### src/hw/busCpu_defines.svh
`ifndef BUSCPU_DEFINES_SVH
`define BUSCPU_DEFINES_SVH

`define BUS_WIDTH      32 // Data and bus width
`define REG_COUNT      16 // General registers R0..R15
`define REG_IDX_WIDTH  4
`define CONST_WIDTH    19 // Immediate field of IR
`define OPCODE_WIDTH   5

// Instruction word field positions
`define OPCODE_MSB     31
`define OPCODE_LSB     27
`define RA_MSB         26
`define RA_LSB         23
`define RB_MSB         22
`define RB_LSB         19
`define RC_MSB         18
`define RC_LSB         15
`define CONST_MSB      18
`define CONST_LSB      0
`define COND_MSB       20 // Branch condition overlays low bits of rb
`define COND_LSB       19

`endif

### src/hw/datapathPkg.sv
`default_nettype none

package datapathPkg;

    // Operation applied to Y and the bus on the way into Z
    typedef enum logic [2:0] {
        aluAdd  = 3'd0, // Also forms branch targets
        aluSub  = 3'd1,
        aluAnd  = 3'd2,
        aluOr   = 3'd3,
        aluIncB = 3'd4  // Bus plus one
    } aluOpE;

    // Which block currently drives the shared bus
    typedef enum logic [2:0] {
        srcNone  = 3'd0,
        srcReg   = 3'd1,
        srcPc    = 3'd2,
        srcMdr   = 3'd3,
        srcZLow  = 3'd4,
        srcConst = 3'd5
    } busSrcE;

endpackage

`default_nettype wire

### src/hw/isaPkg.sv
`default_nettype none

`include "busCpu_defines.svh"

package isaPkg;

    // Opcode field of the instruction word
    typedef enum logic [`OPCODE_WIDTH-1:0] {
        opLoad   = 5'b00000,
        opStore  = 5'b00010,
        opAdd    = 5'b00011,
        opSub    = 5'b00100,
        opAnd    = 5'b01001,
        opOr     = 5'b01010,
        opAddi   = 5'b01011,
        opAndi   = 5'b01100,
        opOri    = 5'b01101,
        opBranch = 5'b10010,
        opJump   = 5'b10011,
        opNop    = 5'b11001
    } opcodeE;

    // Branch condition, IR bits 20..19
    typedef enum logic [1:0] {
        brZero     = 2'b00,
        brNonZero  = 2'b01,
        brPositive = 2'b10,
        brNegative = 2'b11
    } condE;

endpackage

`default_nettype wire

### src/hw/decodeIf.sv
`timescale 1ns/100ps
`default_nettype none

`include "busCpu_defines.svh"

// Decoded IR fields handed from the decoder to the register side
interface decodeIf;

    logic [`REG_IDX_WIDTH-1:0] regIdx;     // Selected ra, rb or rc
    logic                      regIsZero;  // Selected index is R0
    logic [`BUS_WIDTH-1:0]     constValue; // Sign-extended constant
    isaPkg::condE              cond;

    modport decoder (
        output regIdx, regIsZero, constValue, cond
    );

    modport consumer (
        input regIdx, regIsZero, constValue, cond
    );

endinterface

`default_nettype wire

### src/hw/aluExecute.sv
`timescale 1ns/100ps
`default_nettype none

`include "busCpu_defines.svh"

module aluExecute (
    input  wire logic                  clock,
    input  wire logic                  rstN,
    input  wire logic [`BUS_WIDTH-1:0] busValue,
    input  wire logic                  yIn,
    input  wire logic                  zLowIn,
    input  wire logic                  incPc,
    input  wire datapathPkg::aluOpE    aluOp,
    output logic      [`BUS_WIDTH-1:0] zLow
);

    logic [`BUS_WIDTH-1:0] yReg;
    logic [`BUS_WIDTH-1:0] zReg;
    logic [`BUS_WIDTH-1:0] aluResult;
    logic [`BUS_WIDTH-1:0] zNext;

    always_ff @(posedge clock or negedge rstN) begin
        if (!rstN) begin
            yReg <= '0;
        end else if (yIn) begin
            yReg <= busValue; // Holds operand A for the next step
        end
    end

    // Operand B always comes straight off the bus
    always_comb begin
        case (aluOp)
            datapathPkg::aluAdd:  aluResult = yReg + busValue;
            datapathPkg::aluSub:  aluResult = yReg - busValue;
            datapathPkg::aluAnd:  aluResult = yReg & busValue;
            datapathPkg::aluOr:   aluResult = yReg | busValue;
            datapathPkg::aluIncB: aluResult = busValue + `BUS_WIDTH'd1;
            default:              aluResult = '0;
        endcase
    end

    // PC increment path takes over the ALU during fetch
    assign zNext = incPc ? (busValue + `BUS_WIDTH'd1) : aluResult;

    always_ff @(posedge clock or negedge rstN) begin
        if (!rstN) begin
            zReg <= '0;
        end else if (zLowIn) begin
            zReg <= zNext;
        end
    end

    assign zLow = zReg;

endmodule

`default_nettype wire

### src/hw/busDatapath.sv
`timescale 1ns/100ps
`default_nettype none

`include "busCpu_defines.svh"

module busDatapath (
    input  wire logic                  clock,
    input  wire logic                  rstN,
    input  wire logic                  pcOut,
    input  wire logic                  zLowOut,
    input  wire logic                  mdrOut,
    input  wire logic                  rOut,
    input  wire logic                  baOut,
    input  wire logic                  cSignOut,
    input  wire logic                  marIn,
    input  wire logic                  mdrIn,
    input  wire logic                  mdRead,
    input  wire logic                  pcIn,
    input  wire logic                  irIn,
    input  wire logic                  yIn,
    input  wire logic                  zLowIn,
    input  wire logic                  rIn,
    input  wire logic                  conIn,
    input  wire logic                  incPc,
    input  wire logic                  gra,
    input  wire logic                  grb,
    input  wire logic                  grc,
    input  wire datapathPkg::aluOpE    aluOp,
    input  wire logic [`BUS_WIDTH-1:0] memDataIn,
    output logic      [`BUS_WIDTH-1:0] memAddr,
    output logic      [`BUS_WIDTH-1:0] memDataOut,
    output logic                       conFf,
    output isaPkg::opcodeE             opcode
);

    logic [`BUS_WIDTH-1:0] busValue; // Driven by result only
    logic [`BUS_WIDTH-1:0] zLow;

    decodeIf decBus ();

    instrDecode decode (
        .clock    (clock),
        .rstN     (rstN),
        .busValue (busValue),
        .irIn     (irIn),
        .gra      (gra),
        .grb      (grb),
        .grc      (grc),
        .opcode   (opcode),
        .dec      (decBus.decoder)
    );

    aluExecute execute (
        .clock    (clock),
        .rstN     (rstN),
        .busValue (busValue),
        .yIn      (yIn),
        .zLowIn   (zLowIn),
        .incPc    (incPc),
        .aluOp    (aluOp),
        .zLow     (zLow)
    );

    regWriteback result (
        .clock      (clock),
        .rstN       (rstN),
        .zLow       (zLow),
        .memDataIn  (memDataIn),
        .pcOut      (pcOut),
        .zLowOut    (zLowOut),
        .mdrOut     (mdrOut),
        .rOut       (rOut),
        .baOut      (baOut),
        .cSignOut   (cSignOut),
        .marIn      (marIn),
        .mdrIn      (mdrIn),
        .mdRead     (mdRead),
        .pcIn       (pcIn),
        .rIn        (rIn),
        .conIn      (conIn),
        .dec        (decBus.consumer),
        .busValue   (busValue),
        .memAddr    (memAddr),
        .memDataOut (memDataOut),
        .conFf      (conFf)
    );

endmodule

`default_nettype wire

### src/hw/instrDecode.sv
`timescale 1ns/100ps
`default_nettype none

`include "busCpu_defines.svh"

module instrDecode (
    input  wire logic                  clock,
    input  wire logic                  rstN,
    input  wire logic [`BUS_WIDTH-1:0] busValue,
    input  wire logic                  irIn,
    input  wire logic                  gra,
    input  wire logic                  grb,
    input  wire logic                  grc,
    output isaPkg::opcodeE             opcode,
    decodeIf.decoder                   dec
);

    logic [`BUS_WIDTH-1:0]     ir;
    logic [`REG_IDX_WIDTH-1:0] raField;
    logic [`REG_IDX_WIDTH-1:0] rbField;
    logic [`REG_IDX_WIDTH-1:0] rcField;
    logic [`CONST_WIDTH-1:0]   constField;

    always_ff @(posedge clock or negedge rstN) begin
        if (!rstN) begin
            ir <= '0;
        end else if (irIn) begin
            ir <= busValue; // Instruction arrives from MDR over the bus
        end
    end

    assign raField    = ir[`RA_MSB:`RA_LSB];
    assign rbField    = ir[`RB_MSB:`RB_LSB];
    assign rcField    = ir[`RC_MSB:`RC_LSB];
    assign constField = ir[`CONST_MSB:`CONST_LSB];

    assign opcode = isaPkg::opcodeE'(ir[`OPCODE_MSB:`OPCODE_LSB]);

    // Sequencer raises at most one of gra, grb, grc per step
    always_comb begin
        if (gra) begin
            dec.regIdx = raField;
        end else if (grb) begin
            dec.regIdx = rbField;
        end else if (grc) begin
            dec.regIdx = rcField;
        end else begin
            dec.regIdx = '0;
        end
    end

    assign dec.regIsZero = (dec.regIdx == '0);

    assign dec.constValue = {{(`BUS_WIDTH - `CONST_WIDTH){constField[`CONST_WIDTH-1]}},
                             constField};

    assign dec.cond = isaPkg::condE'(ir[`COND_MSB:`COND_LSB]);

endmodule

`default_nettype wire

### src/hw/regWriteback.sv
`timescale 1ns/100ps
`default_nettype none

`include "busCpu_defines.svh"

module regWriteback (
    input  wire logic                  clock,
    input  wire logic                  rstN,
    input  wire logic [`BUS_WIDTH-1:0] zLow,
    input  wire logic [`BUS_WIDTH-1:0] memDataIn,
    input  wire logic                  pcOut,
    input  wire logic                  zLowOut,
    input  wire logic                  mdrOut,
    input  wire logic                  rOut,
    input  wire logic                  baOut,
    input  wire logic                  cSignOut,
    input  wire logic                  marIn,
    input  wire logic                  mdrIn,
    input  wire logic                  mdRead,
    input  wire logic                  pcIn,
    input  wire logic                  rIn,
    input  wire logic                  conIn,
    decodeIf.consumer                  dec,
    output logic      [`BUS_WIDTH-1:0] busValue,
    output logic      [`BUS_WIDTH-1:0] memAddr,
    output logic      [`BUS_WIDTH-1:0] memDataOut,
    output logic                       conFf
);

    logic [`BUS_WIDTH-1:0] regFile [`REG_COUNT];
    logic [`BUS_WIDTH-1:0] pc;
    logic [`BUS_WIDTH-1:0] mar;
    logic [`BUS_WIDTH-1:0] mdr;
    logic [`BUS_WIDTH-1:0] regRead;
    logic                  condMet;
    datapathPkg::busSrcE   busSrc;

    // One source per step, priority only matters on a sequencer fault
    always_comb begin
        if (pcOut) begin
            busSrc = datapathPkg::srcPc;
        end else if (zLowOut) begin
            busSrc = datapathPkg::srcZLow;
        end else if (mdrOut) begin
            busSrc = datapathPkg::srcMdr;
        end else if (rOut || baOut) begin
            busSrc = datapathPkg::srcReg;
        end else if (cSignOut) begin
            busSrc = datapathPkg::srcConst;
        end else begin
            busSrc = datapathPkg::srcNone;
        end
    end

    // Base-address read treats R0 as constant zero
    assign regRead = (baOut && dec.regIsZero) ? '0 : regFile[dec.regIdx];

    always_comb begin
        case (busSrc)
            datapathPkg::srcReg:   busValue = regRead;
            datapathPkg::srcPc:    busValue = pc;
            datapathPkg::srcMdr:   busValue = mdr;
            datapathPkg::srcZLow:  busValue = zLow;
            datapathPkg::srcConst: busValue = dec.constValue;
            default:               busValue = '0; // Idle bus reads zero
        endcase
    end

    always_ff @(posedge clock or negedge rstN) begin
        if (!rstN) begin
            for (int i = 0; i < `REG_COUNT; i++) begin
                regFile[i] <= '0;
            end
        end else if (rIn) begin
            regFile[dec.regIdx] <= busValue;
        end
    end

    always_ff @(posedge clock or negedge rstN) begin
        if (!rstN) begin
            pc  <= '0;
            mar <= '0;
            mdr <= '0;
        end else begin
            if (pcIn)  pc  <= busValue;
            if (marIn) mar <= busValue;
            if (mdrIn) mdr <= mdRead ? memDataIn : busValue; // Memory read or bus write
        end
    end

    always_comb begin
        case (dec.cond)
            isaPkg::brZero:     condMet = (busValue == '0);
            isaPkg::brNonZero:  condMet = (busValue != '0);
            isaPkg::brPositive: condMet = !busValue[`BUS_WIDTH-1];
            isaPkg::brNegative: condMet = busValue[`BUS_WIDTH-1];
            default:            condMet = 1'b0;
        endcase
    end

    always_ff @(posedge clock or negedge rstN) begin
        if (!rstN) begin
            conFf <= 1'b0;
        end else if (conIn) begin
            conFf <= condMet;
        end
    end

    assign memAddr    = mar;
    assign memDataOut = mdr;

endmodule

`default_nettype wire

### config.mk
export PLATFORM = sky130hd
export DESIGN_NAME = busDatapath
export DESIGN_NICKNAME = d
export VERILOG_FILES = /design/src/hw/datapathPkg.sv /design/src/hw/isaPkg.sv /design/src/hw/decodeIf.sv /design/src/hw/aluExecute.sv /design/src/hw/busDatapath.sv /design/src/hw/instrDecode.sv /design/src/hw/regWriteback.sv
export VERILOG_INCLUDE_DIRS = /design/src /design/src/hw
export SDC_FILE = /design/constraint.sdc
export NUM_CORES = 2
export LEC_CHECK = 0
export BUFFER_PORTS_ARGS = -buffer_cell sky130_fd_sc_hd__clkbuf_2
export CAP_MARGIN = 20
export CORE_MARGIN = 2
export CORE_UTILIZATION = 45
export DETAILED_ROUTE_END_ITERATION = 10
export HOLD_SLACK_MARGIN = 0.06
export MAX_ROUTING_LAYER = met4
export PLACE_DENSITY = 0.7
export SYNTH_ARGS = -nofsm -noshare
export SYNTH_HDL_FRONTEND = slang
export SYNTH_SLANG_ARGS = --single-unit
### constraint.sdc
create_clock -name clock -period 11.9 [get_ports clock]
set_input_delay 1.19 -clock clock [delete_from_list [all_inputs] [get_ports clock]]
set_output_delay 1.19 -clock clock [all_outputs]
set_load 0.1 [all_outputs]
==> report_table.html <==
<table>
<tr><th>Metric</th><th>Value</th></tr>
<tr><th colspan="2">Run status</th></tr>
<tr><td>Status</td><td>finished clean</td></tr>
<tr><th colspan="2">Synthesis</th></tr>
<tr><td>Sequential element share of the synthesized area</td><td>50.3%</td></tr>
<tr><td>FFs w/ async S/R, synth</td><td>100%</td></tr>
<tr><td>Number of synthesized flops with an enable pin</td><td>0</td></tr>
<tr><td>Synth warnings</td><td>0</td></tr>
<tr><td>Multiplexer fraction of the synthesized cell area</td><td>5.34%</td></tr>
<tr><td>Number of storage elements in the synthesis netlist</td><td>705</td></tr>
<tr><td>Netlist area before placement</td><td>35,100 µm²</td></tr>
<tr><td>Fraction of the mapped netlist area in simple logic gates</td><td>16.9%</td></tr>
<tr><td>Post-synthesis cell type count</td><td>90</td></tr>
<tr><td>Synthesized Nets</td><td>around 4,000</td></tr>
<tr><td>Area share of xor/xnor cells in the synthesized design</td><td>2.00%</td></tr>
<tr><td>Share of the synthesized area in compound gates (AO/OA/AOI/OAI)</td><td>18.6%</td></tr>
<tr><td>Largest family of logic cells by synthesized area</td><td>compound AO/OA/AOI/OAI gates</td></tr>
<tr><td>Syn avg cell area</td><td>8.94 µm²</td></tr>
<tr><td>Commonest register cell after synthesis</td><td>sky130_fd_sc_hd__dfrtp_1</td></tr>
<tr><td>Adder-cell share of the synthesized area</td><td>2.07%</td></tr>
<tr><td>Cells after synthesis</td><td>3,927</td></tr>
<tr><th colspan="2">Worst setup path</th></tr>
<tr><td>Worst stage delay on the critical path</td><td>780 ps</td></tr>
<tr><td>Buffering stage count on the worst path with inverters included</td><td>3</td></tr>
<tr><td>Category of the critical setup timing path</td><td>primary input to flop</td></tr>
<tr><td>Critical-path cell with the highest stage delay</td><td>sky130_fd_sc_hd__o21a_4</td></tr>
<tr><td>Endpoint kind of the worst setup timing path</td><td>flop</td></tr>
<tr><td>Cell family with most CP delay</td><td>compound AO/OA/AOI/OAI gates</td></tr>
<tr><td>Kind of launch point of the worst setup path</td><td>primary input</td></tr>
<tr><td>Crit path DAT</td><td>9680 ps</td></tr>
<tr><td>FF-to-FF setup slack</td><td>3220 ps</td></tr>
<tr><td>Required time of the critical path</td><td>~12,000 ps</td></tr>
<tr><td>Largest fanout of any net on the critical path</td><td>50</td></tr>
<tr><th colspan="2">Layout</th></tr>
<tr><td>Most common library cell in the layout ignoring fill and taps</td><td>sky130_fd_sc_hd__dfrtp_1</td></tr>
<tr><td>Core occupancy in the finished layout</td><td>50.2%</td></tr>
<tr><td>Final-stage net count</td><td>approximately 4,000</td></tr>
<tr><td>Summed area of non-filler cells in the final layout</td><td>38,800 µm²</td></tr>
<tr><td>Ratio of cells with drive above 1 in the final layout</td><td>11.9%</td></tr>
<tr><td>Filler-free cell count of the finished design</td><td>4,967</td></tr>
<tr><td>Most frequent cells in the layout</td><td>sky130_fd_sc_hd__dfrtp_1, sky130_fd_sc_hd__nor2_1, sky130_fd_sc_hd__a21oi_1</td></tr>
<tr><td>Layout overhead on the synthesized area</td><td>10.6%</td></tr>
<tr><th colspan="2">Placement</th></tr>
<tr><td>Sum of net half-perimeters after detailed placement</td><td>72.2 mm</td></tr>
<tr><td>Number of I/O port buffers</td><td>125</td></tr>
<tr><td>Placer's final routability congestion estimate</td><td>0.963</td></tr>
<tr><td>Cell area after placement</td><td>36,400 µm²</td></tr>
<tr><td>Placed cell count</td><td>4,836</td></tr>
<tr><th colspan="2">Power and ir drop</th></tr>
<tr><td>Leakage</td><td>16.7 nW</td></tr>
<tr><td>P per Cell Area</td><td>246 nW/µm²</td></tr>
<tr><td>VDD IR max</td><td>127 µV</td></tr>
<tr><td>Post-layout power</td><td>0.00955 W</td></tr>
<tr><th colspan="2">STA</th></tr>
<tr><td>Time the final worst path needs with I/O delays and setup</td><td>9140 ps</td></tr>
<tr><td>Fmax</td><td>0.109 GHz</td></tr>
<tr><td>Slew Viols, Final</td><td>0</td></tr>
<tr><td>Post-route clock period utilization</td><td>76.8%</td></tr>
<tr><td>Least-Margin Pin Slew</td><td>1190 ps</td></tr>
<tr><td>Setup repair after global routing missed its margin</td><td>no</td></tr>
<tr><td>Post-route clock skew</td><td>36.8 ps</td></tr>
<tr><td>Max-Slew Margin vs Limit</td><td>between 20% and 30%</td></tr>
<tr><td>Final setup viols</td><td>0</td></tr>
<tr><td>TNS Setup</td><td>0 ps</td></tr>
<tr><td>Final hold violation count</td><td>0</td></tr>
<tr><th colspan="2">Detailed routing</th></tr>
<tr><td>Router iterations before antenna repair</td><td>6</td></tr>
<tr><td>DRC violations left</td><td>0</td></tr>
<tr><td>Vias per std cell</td><td>between 5 and 6</td></tr>
<tr><td>Number of nets with antenna violations after detailed routing</td><td>0</td></tr>
<tr><td>Average routed wire per standard cell</td><td>22.6 µm</td></tr>
<tr><td>Vias post-DR</td><td>~30,000</td></tr>
<tr><td>Total routed wirelength</td><td>112 mm</td></tr>
<tr><td>DRC marker count from the first detailed-route iteration</td><td>3,285</td></tr>
<tr><th colspan="2">CTS</th></tr>
<tr><td># clock sinks</td><td>705</td></tr>
<tr><td>Number of buffers between clock root and the deepest sink</td><td>3</td></tr>
<tr><td>Number of post-CTS setup repair buffers</td><td>0</td></tr>
<tr><td>Clock latency on the worst-skew pair</td><td>640 ps</td></tr>
<tr><td>Post-cts hold buffer count</td><td>0</td></tr>
<tr><td>CTS Root Cell</td><td>sky130_fd_sc_hd__clkbuf_16</td></tr>
<tr><td>TritonCTS Buffers</td><td>73</td></tr>
<tr><td>CTS tree</td><td>built</td></tr>
<tr><td>Number of H-tree branching levels</td><td>3</td></tr>
<tr><td>Post-cts gate resize count</td><td>0</td></tr>
<tr><td>Clk slew on worst S/H paths</td><td>60 ps</td></tr>
<tr><th colspan="2">Floorplan</th></tr>
<tr><td>Vertical die dimension</td><td>roughly 280 µm</td></tr>
<tr><td>Area of the core region</td><td>77,300 µm²</td></tr>
<tr><td>Number of top-level pins</td><td>126</td></tr>
<tr><td>Starting density of the core</td><td>45.4%</td></tr>
<tr><td>Die footprint</td><td>80,300 µm²</td></tr>
<tr><td>Total number of placement rows</td><td>102</td></tr>
<tr><td>Width of the die</td><td>283 µm</td></tr>
<tr><th colspan="2">Hold path</th></tr>
<tr><td>Classification of the worst-slack hold path</td><td>flop to flop</td></tr>
<tr><th colspan="2">Global route</th></tr>
<tr><td>Remaining Overflow, GRT</td><td>0</td></tr>
<tr><td>Aggregate global-route resource usage</td><td>roughly 29%</td></tr>
<tr><td>Wire length of the first global-routing pass</td><td>~170 mm</td></tr>
<tr><td>Antenna violations before repair</td><td>2</td></tr>
<tr><td>Pin count of the biggest net entering global routing</td><td>between 150 and 200</td></tr>
<tr><td>Number of global-route vias before repair</td><td>~29,000</td></tr>
<tr><th colspan="2">Flow run</th></tr>
<tr><td>Max-cap violations</td><td>0</td></tr>
</table>
[report_power, final]
| part | internal, W | total, W | switching, W |
|---|---|---|---|
| clock network | 0.00130 | 0.00230 | 0.00101 |
| registers | 0.00339 | 0.00399 | 0.000596 |
| logic | 0.00116 | 0.00326 | 0.00209 |
[cells in the mapped netlist (12+ instances only)]
master                      number  area, µm²
sky130_fd_sc_hd__maj3_1         27        270
sky130_fd_sc_hd__o21a_1         17        128
sky130_fd_sc_hd__nand4_1        23        144
sky130_fd_sc_hd__xnor2_1        62        543
sky130_fd_sc_hd__nor2_1        593       2230
sky130_fd_sc_hd__nor3_1         38        190
sky130_fd_sc_hd__buf_1          17       63.8
sky130_fd_sc_hd__ha_1           35        438
sky130_fd_sc_hd__nor2b_1        17        106
sky130_fd_sc_hd__nand2_1       523       1960
sky130_fd_sc_hd__a32oi_1        27        236
sky130_fd_sc_hd__a21o_1         18        135
sky130_fd_sc_hd__buf_4          19        143
sky130_fd_sc_hd__o21ai_0       248       1240
sky130_fd_sc_hd__inv_1          46        173
sky130_fd_sc_hd__o22ai_1        20        125
sky130_fd_sc_hd__xor2_1         18        158
sky130_fd_sc_hd__a21oi_1       572       2860
sky130_fd_sc_hd__a22oi_1        59        443
sky130_fd_sc_hd__a221oi_1       23        201
sky130_fd_sc_hd__and3_1         18        113
sky130_fd_sc_hd__dfrtp_1       705      17600
sky130_fd_sc_hd__mux4_2         14        315
sky130_fd_sc_hd__buf_2          50        250
sky130_fd_sc_hd__mux2_2         66        743
sky130_fd_sc_hd__buf_6          12        135
sky130_fd_sc_hd__nand3_1       104        521
sky130_fd_sc_hd__nand3b_1       14        105
sky130_fd_sc_hd__mux2i_1        76        761
sky130_fd_sc_hd__a31oi_1        26        163
sky130_fd_sc_hd__a2111oi_0      13        114
sky130_fd_sc_hd__clkbuf_1      252        946
[path summary, 6_finish.rpt]
check / start / to / cells past startpoint
min: result.regFile[405]$_DFFE_PN0P_ / result.regFile[405]$_DFFE_PN0P_ / 2
max reg2reg: decode.ir[23]$_DFFE_PN0P_ / execute.zLow[31]$_DFFE_PN0P_ / 26
max: gra / execute.zLow[31]$_DFFE_PN0P_ / 27
min in group asynchronous: rstN / result.memAddr[10]$_DFFE_PN0P_ / 1
max in group asynchronous: rstN / result.regFile[431]$_DFFE_PN0P_ / 3
min reg2reg: result.regFile[405]$_DFFE_PN0P_ / result.regFile[405]$_DFFE_PN0P_ / 2
[worst register-to-register path, cell delays in order, from the launching register on]
cell and delay (ps):
sky130_fd_sc_hd__dfrtp_1 500, sky130_fd_sc_hd__nand2b_1 250, sky130_fd_sc_hd__o21a_4 780, sky130_fd_sc_hd__buf_4 480, sky130_fd_sc_hd__mux2i_1 250, sky130_fd_sc_hd__a22oi_1 110, sky130_fd_sc_hd__a31oi_1 260, sky130_fd_sc_hd__o31a_1 170
sky130_fd_sc_hd__buf_4 330, sky130_fd_sc_hd__nand4_1 430, sky130_fd_sc_hd__or3_1 620, sky130_fd_sc_hd__nor3_1 510, sky130_fd_sc_hd__a21oi_1 170, sky130_fd_sc_hd__xnor2_1 180, sky130_fd_sc_hd__ha_1 350, sky130_fd_sc_hd__a21o_1 200
sky130_fd_sc_hd__a21oi_1 250, sky130_fd_sc_hd__nand2_1 90, sky130_fd_sc_hd__a2111oi_0 410, sky130_fd_sc_hd__a21oi_1 100, sky130_fd_sc_hd__a2111oi_0 600, sky130_fd_sc_hd__o31ai_1 240, sky130_fd_sc_hd__a31oi_1 420, sky130_fd_sc_hd__xnor2_1 180
sky130_fd_sc_hd__o32a_1 310, sky130_fd_sc_hd__a311o_1 270, sky130_fd_sc_hd__a31oi_1 130
[through the flow]
step	hold slack (ps)	setup WS, ps
after floorplan	444	4670
after global placement	456	2480
after detailed placement	466	2340
after CTS	480	2910
after global routing	496	2190
final	478	2760
[layout make-up]
class	count	area (µm²)
diodes	2	5.00
clock buffers	105	2090
clock inverters	23	295
fillers	7118	38500
inverters	47	176
multi-input cells	2825	15900
flip-flops and latches	705	17600
well taps	1040	1300
repair buffers	220	1410
[flip-flops by register name, indices dropped and copies added (netlist names)]
register	count
result.conFf	1
execute.yReg	32
result.memDataOut	32
result.regFile	512
execute.zLow	32
decode.ir	32
result.pc	32
result.memAddr	32
[logic make-up (layout without fill, tap and decap cells)]
kind of cell | Yosys count | count (layout)
AOI/OAI and AO/OA | 1123 | 1123
xor gates and xnor gates | 80 | 80
muxes | 161 | 161
and+or+nand+nor | 1398 | 1398
adders and majority gates | 63 | 63
other | 0 | 2
DFF | 705 | 705
buffers and inverters | 397 | 395
[per-layer routing]
layer	track usage, %	wire length (µm)
met1	38.2	46800
met2	44.3	52400
met3	4.15	9080
met4	11.0	4110
met5	-	0
No activity file was read; power rests on OpenSTA's default activity.
